**src/logic/cpu_settings.svh**
```systemverilog
// width and size macros for the core, included by the package and by RTL blocks that size storage
`ifndef CPU_SETTINGS_SVH
`define CPU_SETTINGS_SVH

// data and address width
`define CPU_XLEN 32

// architectural registers and the bits to select one
`define CPU_NREGS 16
`define CPU_REGW 4

// instruction fields
`define CPU_OPW 4
`define CPU_IMMW 16

// dispatch queue entries and pointer width
`define SB_DEPTH 4
`define SB_PTRW 2

`endif

```
**src/logic/pipeline_pkg.sv**
```systemverilog
// shared vector types, opcode and fetch state enums and decode helpers for the core and testbench
`default_nettype none

`include "cpu_settings.svh"

package pipeline_pkg;

    typedef logic [`CPU_XLEN-1:0] word_t;
    typedef logic [`CPU_XLEN-1:0] instr_t;
    typedef logic [`CPU_REGW-1:0] regsel_t;
    typedef logic [`CPU_IMMW-1:0] imm_t;

    // unlisted codes decode as no-ops
    typedef enum logic [`CPU_OPW-1:0] {
        NOP  = 4'h0,
        ADD  = 4'h1,
        SUB  = 4'h2,
        AND  = 4'h3,
        OR   = 4'h4,
        XOR  = 4'h5,
        ADDI = 4'h6,
        BEQ  = 4'h7,
        HALT = 4'h8
    } opcode_t;

    // stopped once a halt has been fetched
    typedef enum logic {
        RUN,
        STOPPED
    } fetch_state_t;

    // field layout op[31:28] rd[27:24] rs1[23:20] rs2[19:16] imm[15:0]
    function automatic opcode_t instr_op(instr_t i);
        return opcode_t'(i[31:28]);
    endfunction

    function automatic regsel_t instr_rd(instr_t i);
        return i[27:24];
    endfunction

    function automatic regsel_t instr_rs1(instr_t i);
        return i[23:20];
    endfunction

    function automatic regsel_t instr_rs2(instr_t i);
        return i[19:16];
    endfunction

    function automatic word_t instr_imm(instr_t i);
        imm_t imm;
        imm = i[`CPU_IMMW-1:0];
        return word_t'(signed'(imm));
    endfunction

    // register operand usage per opcode
    function automatic logic uses_rs1(opcode_t op);
        return op inside {ADD, SUB, AND, OR, XOR, ADDI, BEQ};
    endfunction

    function automatic logic uses_rs2(opcode_t op);
        return op inside {ADD, SUB, AND, OR, XOR, BEQ};
    endfunction

    // r0 writes are dropped here so no busy bit or writeback is produced
    function automatic logic writes_rd(opcode_t op, regsel_t rd);
        return (op inside {ADD, SUB, AND, OR, XOR, ADDI}) && (rd != '0);
    endfunction

endpackage

`default_nettype wire

```
**src/logic/fetch.sv**
```systemverilog
// fetch stage with pc, run/stop fsm, instruction memory request and fetch/dispatch latch
`timescale 1ns/10ps
`default_nettype none

module fetch import pipeline_pkg::*; (
    input  logic   CLK,
    input  logic   nrst,
    input  logic   ihit,
    input  instr_t imemload,
    input  logic   dispatch_free,
    input  logic   misprediction,
    input  word_t  correct_target,
    output word_t  imemaddr,
    output logic   iren,
    output logic   fd_valid,
    output instr_t fd_instr,
    output word_t  fd_pc
);

    word_t        pc;
    fetch_state_t state;
    logic         fetch_hit;

    // request only while running and the queue has room
    // a redirect drops the request so memory abandons the old address
    assign iren      = (state == RUN) && dispatch_free && !misprediction;
    assign imemaddr  = pc;
    assign fetch_hit = iren && ihit;

    // pc and fsm
    // branches always predicted not taken so the pc just steps by 4
    always_ff @(posedge CLK, negedge nrst) begin
        if (!nrst) begin
            pc       <= '0;
            state    <= RUN;
            fd_valid <= 1'b0;
        end else if (misprediction) begin
            // redirect wins over any hit and restarts a stopped fetch
            pc       <= correct_target;
            state    <= RUN;
            fd_valid <= 1'b0;
        end else begin
            fd_valid <= fetch_hit;
            if (fetch_hit) begin
                pc <= pc + word_t'(4);
                if (instr_op(imemload) == HALT) begin
                    state <= STOPPED;
                end
            end
        end
    end

    // fetch/dispatch latch payload
    always_ff @(posedge CLK) begin
        if (fetch_hit) begin
            fd_instr <= imemload;
            fd_pc    <= pc;
        end
    end

endmodule

`default_nettype wire

```
**src/logic/scoreboard.sv**
```systemverilog
// dispatch queue with per-register busy bits, in-order issue of the head and flush on redirect
`timescale 1ns/10ps
`default_nettype none

`include "cpu_settings.svh"

module scoreboard import pipeline_pkg::*; (
    input  logic    CLK,
    input  logic    nrst,
    input  logic    fd_valid,
    input  instr_t  fd_instr,
    input  word_t   fd_pc,
    input  logic    misprediction,
    input  logic    wb_en,
    input  regsel_t wb_sel,
    output logic    dispatch_free,
    output logic    issue_valid,
    output instr_t  issue_instr,
    output word_t   issue_pc
);

    // queue storage
    instr_t q_instr [`SB_DEPTH];
    word_t  q_pc    [`SB_DEPTH];

    logic [`SB_PTRW-1:0] head;
    logic [`SB_PTRW-1:0] tail;
    logic [`SB_PTRW:0]   count;

    // one bit per architectural register
    logic [`CPU_NREGS-1:0] busy;
    logic [`CPU_NREGS-1:0] busy_next;

    logic    push;
    opcode_t head_op;
    regsel_t head_rd;
    logic    src1_ready;
    logic    src2_ready;
    logic    dst_ready;
    logic    head_writes;

    // wrong-path fetches arriving with a redirect are dropped
    assign push = fd_valid && !misprediction;

    // two free entries leave room for the fetch already in flight
    assign dispatch_free = int'(count) <= `SB_DEPTH - 2;

    // head decode
    assign issue_instr = q_instr[head];
    assign issue_pc    = q_pc[head];
    assign head_op     = instr_op(issue_instr);
    assign head_rd     = instr_rd(issue_instr);
    assign head_writes = writes_rd(head_op, head_rd);

    // r0 is never set busy so it always reads as ready
    assign src1_ready = !uses_rs1(head_op) || !busy[instr_rs1(issue_instr)];
    assign src2_ready = !uses_rs2(head_op) || !busy[instr_rs2(issue_instr)];

    // also wait on a pending write to rd
    // otherwise an older writeback could clear the bit of a younger producer
    assign dst_ready = !head_writes || !busy[head_rd];

    assign issue_valid = (count != '0) && !misprediction
                         && src1_ready && src2_ready && dst_ready;

    // busy bits
    // writeback clears at the end of its cycle, a new issue sets last
    always_comb begin
        busy_next = busy;
        if (wb_en) begin
            busy_next[wb_sel] = 1'b0;
        end
        if (issue_valid && head_writes) begin
            busy_next[head_rd] = 1'b1;
        end
    end

    // in-flight producers keep their busy bits across a flush
    always_ff @(posedge CLK, negedge nrst) begin
        if (!nrst) begin
            busy <= '0;
        end else begin
            busy <= busy_next;
        end
    end

    // pointers and occupancy
    always_ff @(posedge CLK, negedge nrst) begin
        if (!nrst) begin
            head  <= '0;
            tail  <= '0;
            count <= '0;
        end else if (misprediction) begin
            // flush everything behind the branch
            head  <= '0;
            tail  <= '0;
            count <= '0;
        end else begin
            if (push) begin
                tail <= tail + 1'b1;
            end
            if (issue_valid) begin
                head <= head + 1'b1;
            end
            case ({push, issue_valid})
                2'b10:   count <= count + 1'b1;
                2'b01:   count <= count - 1'b1;
                default: count <= count;
            endcase
        end
    end

    // entry payload
    always_ff @(posedge CLK) begin
        if (push) begin
            q_instr[tail] <= fd_instr;
            q_pc[tail]    <= fd_pc;
        end
    end

endmodule

`default_nettype wire

```
**src/logic/regfile.sv**
```systemverilog
// register file with two asynchronous read ports and one write port, r0 hardwired to zero
`timescale 1ns/10ps
`default_nettype none

`include "cpu_settings.svh"

module regfile import pipeline_pkg::*; (
    input  logic    CLK,
    input  logic    nrst,
    input  logic    wen,
    input  regsel_t wsel,
    input  word_t   wdat,
    input  regsel_t rsel1,
    input  regsel_t rsel2,
    output word_t   rdat1,
    output word_t   rdat2
);

    word_t regs [`CPU_NREGS];

    // whole file cleared at reset
    always_ff @(posedge CLK, negedge nrst) begin
        if (!nrst) begin
            for (int i = 0; i < `CPU_NREGS; i++) begin
                regs[i] <= '0;
            end
        end else if (wen && (wsel != '0)) begin
            regs[wsel] <= wdat;
        end
    end

    // no write bypass
    assign rdat1 = (rsel1 == '0) ? '0 : regs[rsel1];
    assign rdat2 = (rsel2 == '0) ? '0 : regs[rsel2];

endmodule

`default_nettype wire

```
**src/logic/execute.sv**
```systemverilog
// execute stage with operand read, alu, branch resolution, writeback latch and halt flag
`timescale 1ns/10ps
`default_nettype none

module execute import pipeline_pkg::*; (
    input  logic    CLK,
    input  logic    nrst,
    input  logic    issue_valid,
    input  instr_t  issue_instr,
    input  word_t   issue_pc,
    output logic    misprediction,
    output word_t   correct_target,
    output logic    wb_en,
    output regsel_t wb_sel,
    output word_t   wb_data,
    output logic    halt
);

    // register file read data at issue
    word_t rdat1;
    word_t rdat2;

    // issue/execute latch
    logic    ie_valid;
    opcode_t ie_op;
    regsel_t ie_rd;
    word_t   ie_a;
    word_t   ie_b;
    word_t   ie_imm;
    word_t   ie_pc;

    word_t alu_out;

    regfile i_regfile (
        .CLK   (CLK),
        .nrst  (nrst),
        .wen   (wb_en),
        .wsel  (wb_sel),
        .wdat  (wb_data),
        .rsel1 (instr_rs1(issue_instr)),
        .rsel2 (instr_rs2(issue_instr)),
        .rdat1 (rdat1),
        .rdat2 (rdat2)
    );

    // operands captured at issue
    always_ff @(posedge CLK, negedge nrst) begin
        if (!nrst) begin
            ie_valid <= 1'b0;
        end else begin
            ie_valid <= issue_valid;
        end
    end

    always_ff @(posedge CLK) begin
        if (issue_valid) begin
            ie_op  <= instr_op(issue_instr);
            ie_rd  <= instr_rd(issue_instr);
            ie_a   <= rdat1;
            ie_b   <= rdat2;
            ie_imm <= instr_imm(issue_instr);
            ie_pc  <= issue_pc;
        end
    end

    // alu
    always_comb begin
        case (ie_op)
            ADD:     alu_out = ie_a + ie_b;
            SUB:     alu_out = ie_a - ie_b;
            AND:     alu_out = ie_a & ie_b;
            OR:      alu_out = ie_a | ie_b;
            XOR:     alu_out = ie_a ^ ie_b;
            ADDI:    alu_out = ie_a + ie_imm;
            default: alu_out = '0;
        endcase
    end

    // taken beq is the only redirect
    // immediate counts words from the next sequential pc
    assign misprediction  = ie_valid && (ie_op == BEQ) && (ie_a == ie_b);
    assign correct_target = ie_pc + word_t'(4) + (ie_imm << 2);

    // execute/writeback latch
    always_ff @(posedge CLK, negedge nrst) begin
        if (!nrst) begin
            wb_en <= 1'b0;
            halt  <= 1'b0;
        end else begin
            wb_en <= ie_valid && writes_rd(ie_op, ie_rd);
            // sticky until reset
            if (ie_valid && (ie_op == HALT)) begin
                halt <= 1'b1;
            end
        end
    end

    always_ff @(posedge CLK) begin
        wb_sel  <= ie_rd;
        wb_data <= alu_out;
    end

endmodule

`default_nettype wire

```
**src/logic/sc_datapath.sv**
```systemverilog
// core top connecting fetch, scoreboard and execute to the instruction memory port
`timescale 1ns/10ps
`default_nettype none

module sc_datapath import pipeline_pkg::*; (
    input  logic    CLK,
    input  logic    nrst,
    input  instr_t  imemload,
    input  logic    ihit,
    output word_t   imemaddr,
    output logic    iren,
    output logic    wb_en,
    output regsel_t wb_sel,
    output word_t   wb_data,
    output logic    halt
);

    // fetch to scoreboard
    logic   fd_valid;
    instr_t fd_instr;
    word_t  fd_pc;
    logic   dispatch_free;

    // scoreboard to execute
    logic   issue_valid;
    instr_t issue_instr;
    word_t  issue_pc;

    // redirect from execute
    logic   misprediction;
    word_t  correct_target;

    fetch i_fetch (
        .CLK            (CLK),
        .nrst           (nrst),
        .ihit           (ihit),
        .imemload       (imemload),
        .dispatch_free  (dispatch_free),
        .misprediction  (misprediction),
        .correct_target (correct_target),
        .imemaddr       (imemaddr),
        .iren           (iren),
        .fd_valid       (fd_valid),
        .fd_instr       (fd_instr),
        .fd_pc          (fd_pc)
    );

    // writeback strobe also releases busy registers
    scoreboard i_scoreboard (
        .CLK           (CLK),
        .nrst          (nrst),
        .fd_valid      (fd_valid),
        .fd_instr      (fd_instr),
        .fd_pc         (fd_pc),
        .misprediction (misprediction),
        .wb_en         (wb_en),
        .wb_sel        (wb_sel),
        .dispatch_free (dispatch_free),
        .issue_valid   (issue_valid),
        .issue_instr   (issue_instr),
        .issue_pc      (issue_pc)
    );

    execute i_execute (
        .CLK            (CLK),
        .nrst           (nrst),
        .issue_valid    (issue_valid),
        .issue_instr    (issue_instr),
        .issue_pc       (issue_pc),
        .misprediction  (misprediction),
        .correct_target (correct_target),
        .wb_en          (wb_en),
        .wb_sel         (wb_sel),
        .wb_data        (wb_data),
        .halt           (halt)
    );

endmodule

`default_nettype wire

```
**config.mk**
```make
export PLATFORM = sky130hd
export DESIGN_NAME = sc_datapath
export DESIGN_NICKNAME = d
export VERILOG_FILES = /design/src/logic/pipeline_pkg.sv /design/src/logic/fetch.sv /design/src/logic/scoreboard.sv /design/src/logic/regfile.sv /design/src/logic/execute.sv /design/src/logic/sc_datapath.sv
export VERILOG_INCLUDE_DIRS = /design/src /design/src/logic
export SDC_FILE = /design/constraint.sdc
export NUM_CORES = 2
export LEC_CHECK = 0
export ABC_AREA = 1
export BUFFER_PORTS_ARGS = -buffer_cell sky130_fd_sc_hd__clkbuf_2
export CORE_MARGIN = 5
export CORE_UTILIZATION = 28
export DETAILED_ROUTE_END_ITERATION = 8
export SYNTH_ARGS = -nofsm -noshare
export SYNTH_HDL_FRONTEND = slang
export SYNTH_HIERARCHICAL = 1
export SYNTH_SLANG_ARGS = --single-unit
```
**constraint.sdc**
```tcl
create_clock -name CLK -period 5.2 [get_ports CLK]
set_clock_uncertainty 0.1 [all_clocks]
set_input_delay 1.04 -clock CLK [delete_from_list [all_inputs] [get_ports CLK]]
set_output_delay 1.04 -clock CLK [all_outputs]
set_load 0.01 [all_outputs]
```
==> results.py <==
metrics = {
    "clock_network": {
        "htree_levels": 3,
        "post_cts_resized": 0,
        "clockBufferDepth": 3,
        "numCtsBuffers": 112,
        "cts_tree": "built",
        "clk_pin_slew_ns": 0.06,
        "worstSkewPairLatency_ns": 0.82,
        "cts_setup_buffers": 0,
        "hold_buffers": 0,
        "clockRootBuffer": "clkbuf_16",
        "numClockSinks": 1048,
    },
    "drt": {
        "firstDrtPassIters": 6,
        "drc": 0,
        "viasPerCell": 4.99,
        "ant_nets": 0,
        "routed_wl_mm": 203,
        "drt_first_iter_violations": 6035,
        "vias": 53000,
        "wire_per_inst_microns": 19.1,
    },
    "global_route": {
        "grt_pass1_wl_mm": 308,
        "gr-total-overflow": 0,
        "antenna_found_initial": 3,
        "grt_pass1_vias": 50400,
        "grt_usage_pct": 17.7,
        "grt_max_degree": 167,
    },
    "yosys": {
        "avgSynthCellArea_sq_um": 7.57,
        "synth_edf_count": 440,
        "synth_nets": 8065,
        "synth_top_area_share_pct": 24.1,
        "synthTopCellsByArea": "dfrtp_1, edfxtp_1, nand2_1",
        "ys_types": 61,
        "ys_top_cells_by_count": "nand2_1, inv_1, nand3_1",
        "yosys.area.top_type": "dfrtp_1",
        "synthFlopType": "dfrtp_1",
        "yosysSeqAreaShare_pct": 47.7,
        "ys_warn_count": 6,
        "synthCells": 7835,
        "ys_ff_latch": 1048,
        "synthMostInstantiatedCell": "nand2_1",
        "synthArstFlopShare_pct": 54.6,
        "syn_area_sq_um": 59300,
    },
    "placement": {
        "hpwl_mm": 133,
        "post_dp_cell_area_sq_um": 62700,
        "port_buffers": 105,
        "dp_cells": 10400,
        "globalplace.congestion": 0.950,
    },
    "floorplanning": {
        "core_area_sq_um": 210000,
        "initial_utilization_pct": 28.2,
        "fp-row-count": 168,
        "chipHeight_microns": 470,
        "io-pin-count": 106,
        "die_area_sq_um": 221000,
        "die_width_microns": 470,
    },
    "cells_and_area": {
        "fin_nets": 7951,
        "syn_to_final_growth_pct": 12.3,
        "fin_cells": 10600,
        "drive_above_1_share_pct": 7.15,
        "fillers": 22300,
        "final_util_pct": 31.7,
        "final_area_sq_um": 66600,
    },
    "run": {
        "drv_cap": 0,
    },
    "pwr": {
        "leakage_nw": 31.0,
        "vdd_drop_max_v": 0.000290,
        "powerDensity_nw_per_um2": 255,
    },
    "timing": {
        "rsz0062_at_grt": "no",
        "setup_violations": 0,
        "tightest_slew_ns": 1.08,
        "drv_slew": 0,
        "max_clock_freq_mhz": 218,
        "hold_viol": 0,
        "min_period_ns": 4.58,
        "fin_tns_setup_ns": 0,
        "finalCritPeriodShare_pct": 88.1,
        "relSlewSlack_pct": 27.7,
        "hold_ws_ns": 0.0880,
    },
    "setup_path": {
        "cp.arrival_ns": 3.44,
        "cp-end-kind": "output pin",
        "r2r_start": "i_scoreboard/head[0]$_DFFE_PN0P_",
        "path_cells": "inv_1, ha_1, nor2_1, inv_1, nor4_1, nand4_1, nor3_2, buf_4, nor2_1, clkbuf_2",
        "cp-start-kind": "flip-flop",
        "cpMaxStageDelayCell": "edfxtp_1",
        "worst_ep_required_time_ns": 4.06,
        "crit_path_max_fanout": 7,
        "critical_path_class": "flip-flop to output pin",
        "max_stage_delay_ns": 0.52,
        "crit_start": "i_execute/ie_a[28]$_DFFE_PP_",
    },
    "worst_hold_path": {
        "min_path_type": "primary input to asynchronous set/reset pin",
    },
    "status": {
        "status": "finished clean",
    },
}
## state kept, by name, summed over array words and instances, names as in the netlist, 16 cells and up
signal	flops
i_execute/i_regfile/regs	512
i_scoreboard/q_instr	128
i_scoreboard/q_pc	128
i_execute/ie_a	32
i_execute/ie_b	32
i_execute/ie_pc	32
i_execute/wb_data	32
i_fetch/fd_instr	32
i_fetch/fd_pc	32
i_fetch/imemaddr	32
i_execute/ie_imm	16
i_scoreboard/busy	16
## layer usage
layer | track usage, % | part of all wire, % | vias to the layer above
li1 | - | - | 24800
met1 | 24.9 | 44 | 25400
met2 | 27.6 | 44 | 2433
met3 | 2.51 | 8.4 | 429
met4 | 6.78 | 3.9 | 2
met5 | 0 | 0.0059 | -
## logic make-up (layout without fill, tap and decap cells)
family | Yosys count | count (layout) | share of synthesized area, %
AOI/OAI and AO/OA | 1011 | 1011 | 9.06
xor gates and xnor gates | 36 | 36 | 0.532
adders and majority gates | 195 | 195 | 4.17
buffers and inverters | 1506 | 1492 | 9.94
DFF | 1048 | 1048 | 47.7
other | 0 | 1 | 0
and+or+nand+nor | 4039 | 4039 | 28.7
## metrics by stage
| step | total power, mW | worst slack [ns] |
|---|---|---|
| 2_1_floorplan | 8.74 | 0.389 |
| 3_3_place_gp | 8.86 | 1.14 |
| 3_5_place_dp | 8.86 | 1.04 |
| 4_1_cts | 17.2 | 0.629 |
| 5_1_grt | 17.5 | 0.509 |
| 6_report | 17.0 | 0.621 |
## critical path: cells and delay by family (launching register included)
kind	cells	cell delay, ns
flops	1	0.52
fa+ha+maj	1	0.37
buf+inv	4	0.70
simple gates	5	1.10
## layout by cell type (no fill, tap or decap), types with 9 or more instances in the layout
| cell type | synthesis | routed |
|---|---|---|
| clkbuf_2 | 2 | 104 |
| nand4_1 | 25 | 25 |
| buf_4 | 12 | 87 |
| nand3_1 | 947 | 947 |
| o21ai_2 | 9 | 9 |
| nor2_4 | 3 | 13 |
| xor2_1 | 33 | 33 |
| clkbuf_8 | 0 | 9 |
| clkinv_2 | 0 | 27 |
| clkbuf_16 | 0 | 113 |
| nand3b_1 | 14 | 14 |
| a221oi_1 | 10 | 10 |
| inv_2 | 13 | 10 |
| nand3_2 | 17 | 17 |
| nor2_1 | 291 | 283 |
| o21ai_1 | 18 | 18 |
| bufinv_16 | 0 | 10 |
| edfxtp_1 | 440 | 440 |
| inv_1 | 1048 | 1041 |
| buf_12 | 0 | 22 |
| o22ai_1 | 70 | 69 |
| ha_1 | 191 | 191 |
| o211ai_1 | 13 | 13 |
| dfxtp_1 | 36 | 36 |
| nor2_2 | 33 | 31 |
| o21bai_1 | 20 | 20 |
| dfrtp_1 | 572 | 570 |
| a21oi_1 | 167 | 167 |
| nand2_2 | 38 | 40 |
| o21ai_0 | 683 | 683 |
| nand2_1 | 2605 | 2601 |
| clkbuf_1 | 268 | 19 |
| nor3_1 | 21 | 20 |
| clkinv_1 | 0 | 14 |
## layout make-up
| class | instances | area [sq um] | share of cell area [%] |
|---|---|---|---|
| inverter | 1064 | 4050 | 6.08 |
| sequential | 1048 | 28300 | 42.4 |
| timing repair buffer | 214 | 1630 | 2.45 |
| multi-input combinational | 5281 | 25300 | 38.0 |
| clock buffer | 141 | 3020 | 4.54 |
| tap | 2805 | 3510 | 5.27 |
| clock inverter | 73 | 836 | 1.26 |
| antenna | 1 | 2.50 | 0.00376 |
## where the power goes
part           leakage (nW)  internal [mW]  switching, mW  total [mW]
registers              12.3           8.57              0        8.57
clock network          1.87           4.68           3.64        8.32
logic                  16.8         0.0189         0.0977       0.117
## path summary, 6_finish.rpt
path / endpoint / slack (ns) / cells after the start
max: iren / 0.62 / 10
min: i_fetch/fd_valid$_DFF_PN0_ / 0.09 / 1
max reg2reg: i_execute/ie_b[26]$_DFFE_PP_ / 0.92 / 13
min reg2reg: i_execute/wb_sel[2]$_DFF_P_ / 0.27 / 0
max in group asynchronous: i_execute/i_regfile/regs[446]$_DFFE_PN0P_ / 3.61 / 2
min in group CLK: i_execute/wb_sel[2]$_DFF_P_ / 0.27 / 0
Note: power is estimated with default switching activity, not from simulation.
